===== src/hw/alu_cmd_pkg.sv =====
// ALU command package with command codes and the decoded datapath controls
`default_nettype none

package alu_cmd_pkg;

  localparam int CMD_BITS = 3;

  // Command encodings of the ALU lookup table
  typedef enum logic [CMD_BITS-1:0] {
    CMD_ADD  = 3'd0,
    CMD_SUB  = 3'd1,
    CMD_XOR  = 3'd2,
    CMD_SLT  = 3'd3,
    CMD_AND  = 3'd4,
    CMD_NAND = 3'd5,
    CMD_NOR  = 3'd6,
    CMD_OR   = 3'd7
  } alu_cmd_e;

  // Source of the result word
  typedef enum logic [1:0] {
    PATH_ARITH = 2'd0,
    PATH_LOGIC = 2'd1,
    PATH_SLT   = 2'd2
  } alu_path_e;

  // Bitwise operation where NAND and NOR come from invert_out
  typedef enum logic [1:0] {
    LOP_XOR = 2'd0,
    LOP_AND = 2'd1,
    LOP_OR  = 2'd2
  } logic_op_e;

  typedef struct packed {
    alu_path_e path;
    logic_op_e logic_op;
    logic      invert_b;
    logic      carry_in;
    logic      invert_out;
  } alu_ctrl_t;

  // Plain add control that is also loaded at reset
  localparam alu_ctrl_t CTRL_DEFAULT = '{
    path:       PATH_ARITH,
    logic_op:   LOP_XOR,
    invert_b:   1'b0,
    carry_in:   1'b0,
    invert_out: 1'b0
  };

endpackage

`default_nettype wire


===== src/hw/alu_data_pkg.sv =====
// ALU data package with the word type, flags and the request and response records
`default_nettype none

package alu_data_pkg;

  import alu_cmd_pkg::*;

  localparam int WORD_BITS = 32;

  typedef logic [WORD_BITS-1:0] word_t;

  typedef struct packed {
    logic carry;
    logic overflow;
    logic zero;
  } alu_flags_t;

  // Held stable by the requester while req is high
  typedef struct packed {
    alu_cmd_e cmd;
    word_t    a;
    word_t    b;
  } alu_req_t;

  // Valid while ack is high
  typedef struct packed {
    word_t      result;
    alu_flags_t flags;
  } alu_rsp_t;

endpackage

`default_nettype wire


===== src/hw/alu_decode.sv =====
// ALU decode stage that captures a request and registers operands and control
`timescale 1ns/100ps
`default_nettype none

module alu_decode import alu_cmd_pkg::*, alu_data_pkg::*; (
  input  logic      clk,
  input  logic      reset,
  input  logic      capture,
  input  alu_req_t  request,
  output word_t     a,
  output word_t     b,
  output alu_ctrl_t ctrl
);

  alu_ctrl_t decoded;

  // Command lookup table
  always_comb begin
    decoded = CTRL_DEFAULT;
    case (request.cmd)
      CMD_ADD: begin
        decoded.path = PATH_ARITH;
      end
      CMD_SUB: begin
        decoded.path     = PATH_ARITH;
        decoded.invert_b = 1'b1;
        decoded.carry_in = 1'b1;
      end
      CMD_XOR: begin
        decoded.path     = PATH_LOGIC;
        decoded.logic_op = LOP_XOR;
      end
      CMD_SLT: begin
        // a - b, the sign corrected by overflow gives the answer
        decoded.path     = PATH_SLT;
        decoded.invert_b = 1'b1;
        decoded.carry_in = 1'b1;
      end
      CMD_AND: begin
        decoded.path     = PATH_LOGIC;
        decoded.logic_op = LOP_AND;
      end
      CMD_NAND: begin
        decoded.path       = PATH_LOGIC;
        decoded.logic_op   = LOP_AND;
        decoded.invert_out = 1'b1;
      end
      CMD_NOR: begin
        decoded.path       = PATH_LOGIC;
        decoded.logic_op   = LOP_OR;
        decoded.invert_out = 1'b1;
      end
      CMD_OR: begin
        decoded.path     = PATH_LOGIC;
        decoded.logic_op = LOP_OR;
      end
      default: begin
        decoded = CTRL_DEFAULT;
      end
    endcase
  end

  always_ff @(posedge clk) begin
    if (reset) begin
      ctrl <= CTRL_DEFAULT;
    end else if (capture) begin
      ctrl <= decoded;
    end
  end

  // Operands held for the whole transaction
  always_ff @(posedge clk) begin
    if (capture) begin
      a <= request.a;
      b <= request.b;
    end
  end

endmodule

`default_nettype wire


===== src/hw/alu_execute.sv =====
// ALU execute datapath with shared adder, bitwise unit and result select
`timescale 1ns/100ps
`default_nettype none

module alu_execute import alu_cmd_pkg::*, alu_data_pkg::*; (
  input  word_t     a,
  input  word_t     b,
  input  alu_ctrl_t ctrl,
  output word_t     result,
  output logic      carry,
  output logic      overflow
);

  word_t adder_b;
  word_t sum;
  logic  adder_carry;
  logic  adder_overflow;
  logic  less_than;
  logic  uses_adder;
  word_t bitwise;
  word_t logic_word;

  // Subtract is a + ~b + 1
  assign adder_b = ctrl.invert_b ? ~b : b;

  assign {adder_carry, sum} = {1'b0, a} + {1'b0, adder_b}
                            + {{WORD_BITS{1'b0}}, ctrl.carry_in};

  // Same sign operands into the adder but the sum sign flipped
  assign adder_overflow = (a[WORD_BITS-1] == adder_b[WORD_BITS-1])
                       && (sum[WORD_BITS-1] != a[WORD_BITS-1]);

  assign less_than = sum[WORD_BITS-1] ^ adder_overflow;

  always_comb begin
    case (ctrl.logic_op)
      LOP_XOR: begin
        bitwise = a ^ b;
      end
      LOP_AND: begin
        bitwise = a & b;
      end
      LOP_OR: begin
        bitwise = a | b;
      end
      default: begin
        bitwise = '0;
      end
    endcase
  end

  assign logic_word = ctrl.invert_out ? ~bitwise : bitwise;

  always_comb begin
    case (ctrl.path)
      PATH_ARITH: begin
        result = sum;
      end
      PATH_SLT: begin
        result = {{(WORD_BITS-1){1'b0}}, less_than};
      end
      PATH_LOGIC: begin
        result = logic_word;
      end
      default: begin
        result = '0;
      end
    endcase
  end

  // SLT keeps the flags of its subtraction, logic ops clear them
  assign uses_adder = (ctrl.path == PATH_ARITH) || (ctrl.path == PATH_SLT);
  assign carry      = uses_adder & adder_carry;
  assign overflow   = uses_adder & adder_overflow;

endmodule

`default_nettype wire


===== src/hw/alu_result.sv =====
// ALU result stage with req/ack handshake FSM and the response register
`timescale 1ns/100ps
`default_nettype none

module alu_result import alu_data_pkg::*; (
  input  logic     clk,
  input  logic     reset,
  input  logic     req,
  output logic     ack,
  output logic     capture,
  input  word_t    result,
  input  logic     carry,
  input  logic     overflow,
  output alu_rsp_t response
);

  typedef enum logic [1:0] {
    IDLE,
    EXEC,
    HOLD,
    RELEASE
  } state_e;

  state_e state;
  state_e next_state;

  word_t result_reg;
  logic  carry_reg;
  logic  overflow_reg;
  logic  zero_flag;

  always_comb begin
    next_state = state;
    case (state)
      IDLE: begin
        if (req) begin
          next_state = EXEC;
        end
      end
      EXEC: begin
        next_state = HOLD;
      end
      HOLD: begin
        // Requester keeps req high for as long as it needs the response
        if (!req) begin
          next_state = RELEASE;
        end
      end
      RELEASE: begin
        next_state = IDLE;
      end
      default: begin
        next_state = IDLE;
      end
    endcase
  end

  always_ff @(posedge clk) begin
    if (reset) begin
      state <= IDLE;
    end else begin
      state <= next_state;
    end
  end

  // Decode latches operands on the same edge the FSM leaves IDLE
  assign capture = (state == IDLE) && req;
  assign ack     = (state == HOLD);

  always_ff @(posedge clk) begin
    if (reset) begin
      result_reg   <= '0;
      carry_reg    <= 1'b0;
      overflow_reg <= 1'b0;
    end else if (state == EXEC) begin
      result_reg   <= result;
      carry_reg    <= carry;
      overflow_reg <= overflow;
    end
  end

  assign zero_flag = (result_reg == '0);

  assign response.result         = result_reg;
  assign response.flags.carry    = carry_reg;
  assign response.flags.overflow = overflow_reg;
  assign response.flags.zero     = zero_flag;

endmodule

`default_nettype wire


===== src/hw/alu_unit.sv =====
// ALU unit top level joining decode, execute and result stages
`timescale 1ns/100ps
`default_nettype none

module alu_unit import alu_cmd_pkg::*, alu_data_pkg::*; (
  input  logic     clk,
  input  logic     reset,
  input  logic     req,
  input  alu_req_t request,
  output logic     ack,
  output alu_rsp_t response
);

  logic      capture;
  word_t     a_word;
  word_t     b_word;
  alu_ctrl_t ctrl;
  word_t     raw_result;
  logic      raw_carry;
  logic      raw_overflow;

  alu_decode i_alu_decode (
    .clk     (clk),
    .reset   (reset),
    .capture (capture),
    .request (request),
    .a       (a_word),
    .b       (b_word),
    .ctrl    (ctrl)
  );

  alu_execute i_alu_execute (
    .a        (a_word),
    .b        (b_word),
    .ctrl     (ctrl),
    .result   (raw_result),
    .carry    (raw_carry),
    .overflow (raw_overflow)
  );

  alu_result i_alu_result (
    .clk      (clk),
    .reset    (reset),
    .req      (req),
    .ack      (ack),
    .capture  (capture),
    .result   (raw_result),
    .carry    (raw_carry),
    .overflow (raw_overflow),
    .response (response)
  );

endmodule

`default_nettype wire


===== config.mk =====
export PLATFORM = sky130hd
export DESIGN_NAME = alu_unit
export DESIGN_NICKNAME = d
export VERILOG_FILES = /design/src/hw/alu_cmd_pkg.sv /design/src/hw/alu_data_pkg.sv /design/src/hw/alu_decode.sv /design/src/hw/alu_execute.sv /design/src/hw/alu_result.sv /design/src/hw/alu_unit.sv
export SDC_FILE = /design/constraint.sdc
export NUM_CORES = 1
export LEC_CHECK = 0
export BUFFER_PORTS_ARGS = -buffer_cell sky130_fd_sc_hd__buf_4
export CAP_MARGIN = 20
export CORE_MARGIN = 2
export CORE_UTILIZATION = 45
export CTS_BUF_LIST = sky130_fd_sc_hd__clkbuf_4
export CTS_CLUSTER_SIZE = 16
export DETAILED_ROUTE_END_ITERATION = 7
export PLACE_DENSITY = 0.66
export REMOVE_ABC_BUFFERS = 1
export SYNTH_ARGS = -nofsm -noshare
export SYNTH_HDL_FRONTEND = slang
export SYNTH_HIERARCHICAL = 1
export SYNTH_SLANG_ARGS = --single-unit

===== constraint.sdc =====
create_clock -name clk -period 3.65 [get_ports clk]
set_clock_uncertainty 0.2 [all_clocks]
set_input_delay 0.5475 -clock clk [delete_from_list [all_inputs] [get_ports clk]]
set_output_delay 0.5475 -clock clk [all_outputs]
set_load 0.005 [all_outputs]

# Yosys cells after proc, flatten, opt, wreduce, memory -nomap -nowiden
# Index checks and enable logic that the tools add are counted.
[word_totals] wordCells=65 inputBits=70 reg_bits=107 out_inout_bits=36
[classes] n_addsub=2 n_eq_ne=18 reduce_logical=15 bitwise=8 mux=11
[ops] cell="$pmux 32 s3" n=2
[ops] cell="$mux 32" n=2
[ops] cell="$not 32->32" n=2
[ops] cell="$add 32x32->33" n=1
[ops] cell="$add 33x1->33" n=1
[ops] cell="$and 32x32->32" n=1
[ops] cell="$logic_not 32->1" n=1
[ops] cell="$or 32x32->32" n=1
[ops] cell="$xor 32x32->32" n=1
[ops] cell="$eq 3x3->1 const B" n=4
[ops] cell="$reduce_or 2->1" n=5
[ops] cell="$eq 2x2->1 const B" n=4
[ops] cell="$pmux 2 s4" n=1
[ops] cell="$eq 2x1->1 const B" n=3
[ops] cell="$eq 3x2->1 const B" n=2
[ops] cell="$logic_not 2->1" n=3
[ops] cell="$mux 2" n=3
[ops] cell="$pmux 2 s3" n=1
[ops] cell="$reduce_or 5->1" n=1
[ops] cell="$ne 2x2->1 const B" n=2
[ops] cell="$pmux 2 s2" n=1
[ops] cell="$eq 3x1->1 const B" n=1
[ops] cell="$logic_not 3->1" n=1
[ops] cell="$and 1x1->1" n=2
[ops] cell="7 further kinds" n=8

# Longest topological paths before layout
[depth] word_depth=8 depth_mapped=16 mapped_depth_nobuf=13

# Hierarchy
# Netlist, hierarchy kept.
[by_module_without_submodules] mod="alu_execute" seq_area_each_um2=0.0 area_each_um2=4615.7 cells_each=663 instances=1
[by_module_without_submodules] mod="alu_decode" seq_area_each_um2=2042.0 area_each_um2=2182.1 cells_each=92 instances=1
[by_module_without_submodules] mod="alu_result" seq_area_each_um2=720.7 area_each_um2=1477.7 cells_each=140 instances=1

# Worst setup path after synthesis
# Ideal clock, no wire load.
[synth_path] path_kind="reg-to-reg" startpoint="reg i_alu_decode/ctrl[1] (netlist name)" endpoint="reg i_alu_result.result_reg[22]" synth_period_minus_slack_ns=3.767 setup_ns=0.117 arrival_time_ns=3.451 path_slack_ns=-0.117 stages_incl_launch_ff=17 t_required_ns=3.333 n_path_buf=3 cell_sequence="dfxtp_1 > buf_4 > clkbuf_1 > buf_1 > xnor2_1 > fa_1 > fa_1 > nor2b_1 > o31ai_2 > a21oi_1 > nor2_1 > o21ai_1 > a311oi_2 > nor4b_1 > or3_1 > mux2i_1 > nor2_1"
[synth_between] elab_chain_len=2
[synth_lines] element="$add 33x1->33" line_no="alu_execute.sv:27" rtl="+ {{WORD_BITS{1'b0}}, ctrl.carry_in};"
[synth_lines] element="$pmux 32 s3" line_no="alu_execute.sv:55" rtl="case (ctrl.path)"
[synth_lines] element="via raw_result[22]" line_no="alu_unit.sv:18" rtl="word_t raw_result;"
[synth_lines] element="to (signal assigned)" line_no="alu_result.sv:76" rtl="result_reg <= result;"
[synth_lines] element="to (decl)" line_no="alu_result.sv:27" rtl="word_t result_reg;"
# The timed path passes the listed nets, and every way through them passes these cells.
# A chain may end at the register's enable or synchronous reset.

# Worst setup path in the final report
[layout_path] startpoint="reg i_alu_decode.b[0]" endpoint="reg i_alu_result.result_reg[26]"
[layout_between] elab_chain_len=5
[layout_lines] element="from (decl)" line_no="alu_decode.sv:11" rtl="output word_t b,"
[layout_lines] element="from (signal assigned)" line_no="alu_decode.sv:75" rtl="b <= request.b;"
[layout_lines] element="$not 32->32" line_no="alu_execute.sv:24" rtl="assign adder_b = ctrl.invert_b ? ~b : b;"
[layout_lines] element="$mux 32 (*)" line_no="alu_execute.sv:24"
[layout_lines] element="$add 32x32->33 (*)" line_no="alu_execute.sv:26" rtl="assign {adder_carry, sum} = {1'b0, a} + {1'b0, adder_b}"
[layout_lines] element="$add 33x1->33 (*)" line_no="alu_execute.sv:27"
[layout_lines] element="$pmux 32 s3 (*)" line_no="alu_execute.sv:55"
[layout_lines] element="via raw_result[26]" line_no="alu_unit.sv:18"
# The timed path passes the listed nets; every way through them passes the cells marked *.

==> flow_summary.toml <==
[outcome]
status = "complete, no violations"

[finish]
area_growth_pct = 20.5
layout-drive-gt1-share = 0.160
fill_cells = 1646
fin_nets = 1217
multi_input_area_um2 = 4840
seq_area_um2 = 2770

[floorplanning]
die_w_um = 140
die_h_um = 140
boundaryPins = 106
start_util = 0.459
core-area_um2 = 18000
dieArea_um2 = 19500
std_cell_rows = 49

[routing]
ant_nets = 0
dr.pass1.iters = 5
drc = 0
wl_per_cell_um = 16.4
finalWirelength_um = 21000
viasPerCell = 5.29
drt_iter0_drc = 450
num_vias = 6773

[hold_path]
hold_class = "input pin to flop"
min-delay-start = "request[66]"
holdPathStages = 3
min_to = "i_alu_decode/ctrl[0]"

[worst_setup_path]
slowest_delay_ns = 0.45
worst-path-max-fanout = 4
worstPathArrival_ns = 3.68
r2r_end = "i_alu_result/result_reg[26]"
r2r_cells = 14
worstSetupPathType = "flop to flop"
crit_chain = "xnor2_1, fa_1, fa_1, nor2b_2, o31ai_2, a21oi_2, nor2_1, o21ai_1, a311oi_2, buf_4, or4_1, nand3_1, mux2i_1, nor2_1"
critPathLaunchType = "flop"
critPathSlowestCell = "edfxtp_1"
worst_r2r_startpoint = "i_alu_decode/b[0]"
critical_path_required_ns = 3.91
worst_setup_path_end_kind = "flop"
rrSetupSlack_ns = 0.23

[clock_network]
cts-root-buf = "clkbuf_4"
cts_tree = "yes"
insertion_delay_ns = 0.51
clkTransAtPathRegs_ns = 0.17
cts_buffer_depth = 2
numClockSinks = 106
cts_made_buffers = 9
h-tree-depth = 3

[global_routing]
grt_start_max_net_pins = 48
grt_overflow_total = 0
globalRouteTotalUtil = 0.217
grt_pass1_vias = 6636
antenna_found_initial = 1
grt_pass1_wl_um = 34100

[synthesis]
ys_seq_area_frac = 0.334
async_flop_share = 0
synth_common_cells = "ha_1, inv_1, nor2_1"
netlist_area_um2 = 8280
synth-main-ff-cell = "edfxtp_1"
post_synth_inst_count = 895
synthTopCellsByArea = "edfxtp_1, ha_1, dfxtp_1, mux2i_1, xor2_1"
syn_area_per_cell_um2 = 9.25
synth_top_cell_by_area = "edfxtp_1"
yosysUniqueCellTypes = 76
synth_top_area_share = 0.232
synth-edff-count = 64
synth_seq_cells = 106
synth_most_common_cell = "ha_1"
yosysWarningCount = 6

[placement]
dpl_worst_slack_ns = 0.120
gp_congestion = 0.889
hpwl_um = 15200
portBuffers = 105

[timing]
final.setup.worst_slack_ns = 0.231
fin_crit_sh = 0.937
max_freq_mhz = 292
hold_viol_final = 0
worst_pin_slew_ns = 0.847
period_needed_ns = 3.42
relSlewSlack = 0.435
drv_slew = 0
setup_viol = 0

[power_and_ir_drop]
ir_drop_mv = 0.351
leakage_nw = 4.52
total_power_mw = 7.35
p_per_area_nw_per_um2 = 737

[flow_run]
maxCapViolCount = 0
## per-stage QoR
step / instance area [um^2] / utilization / cells / hold WS (ns) / setup TNS [ns]
2_1_floorplan: 7940 / - / 845 / 0.286 / -2.47
6_report: 9980 / 0.553 / 1281 / 0.0904 / 0
3_3_place_gp: 9180 / 0.509 / 1199 / 0.295 / 0
5_1_grt: 9980 / 0.553 / 1281 / 0.0872 / -0.00528
4_1_cts: 9960 / 0.552 / 1279 / 0.0417 / 0
3_5_place_dp: 9180 / 0.509 / 1199 / 0.287 / 0
## worst max path at each step
stage	start	to	slack (ns)	depth (start not counted)
after global routing	i_alu_decode/ctrl[1]	i_alu_result/result_reg[24]	-0.005	13
final	i_alu_decode/b[0]	i_alu_result/result_reg[26]	0.23	14
after floorplan	i_alu_decode/ctrl[1]	i_alu_result/result_reg[28]	-0.41	13
after detailed placement	i_alu_decode/b[0]	i_alu_result/result_reg[22]	0.12	13
after global placement	i_alu_decode/b[0]	i_alu_result/result_reg[22]	0.21	13
after CTS	i_alu_decode/b[0]	i_alu_result/result_reg[22]	0.10	13
## layout make-up
| cell class | instances | share of cell area |
|---|---|---|
| clock inverter | 6 | 0.00652 |
| timing repair buffer | 190 | 0.159 |
| multi-input combinational | 647 | 0.486 |
| sequential | 106 | 0.277 |
| clock buffer | 10 | 0.00753 |
| inverter | 92 | 0.0346 |
| tap | 229 | 0.0287 |
| antenna | 1 | 0.000251 |
## power breakdown
| group | total (mW) | leakage (nW) | internal, mW | switching [mW] |
|---|---|---|---|---|
| Sequential | 2.08 | 0.952 | 1.68 | 0.398 |
| Combinational | 4.63 | 3.49 | 2.09 | 2.54 |
| Clock | 0.636 | 0.0772 | 0.219 | 0.417 |
## logic make-up after synthesis
family,Yosys count,share of synthesized area
adder cells (fa/ha/maj),101,0.155
buffers and inverters,142,0.0822
XOR/XNOR,90,0.0953
flip-flops,106,0.334
AND/OR/NAND/NOR,211,0.121
AO/OA/AOI/OAI,194,0.152
multiplexers,51,0.0617
## critical path, delay by kind of cell (launching register included)
kind	cells	cell delay [ns]
AO/OA/AOI/OAI	4	0.63
buffers and inverters	1	0.19
AND/OR/NAND/NOR	5	0.84
flip-flops	1	0.45
adder cells (fa/ha/maj)	2	0.83
multiplexers	1	0.07
XOR/XNOR	1	0.16
## cells in the final DEF (no fill, tap or decap), types with 12 or more instances in the layout
| cell | count |
|---|---|
| o22ai_1 | 14 |
| a21o_1 | 14 |
| nand3_1 | 12 |
| mux2i_1 | 51 |
| xor2_1 | 56 |
| inv_1 | 92 |
| ha_1 | 98 |
| nand2_1 | 43 |
| a211oi_1 | 25 |
| xnor2_1 | 34 |
| dlygate4sd3_1 | 64 |
| o21ai_0 | 25 |
| dfxtp_1 | 39 |
| a21oi_1 | 65 |
| buf_4 | 125 |
| edfxtp_1 | 64 |
| nor2_1 | 89 |
## what timing repair did
item,CTS,global route
hold buffers,64,0
hold endpoints to repair,64,0
resized for setup,0,3
setup endpoints to repair,0,7
setup buffers,0,1
## metal layers
metal	up-vias	wire length, um	GRT usage
met2	156	9770	0.359
met4	0	332	0.0558
met3	22	769	0.0354
met1	3175	10100	0.298
met5	-	0	0
li1	3420	-	-
No activity file was read; power rests on OpenSTA's default activity.
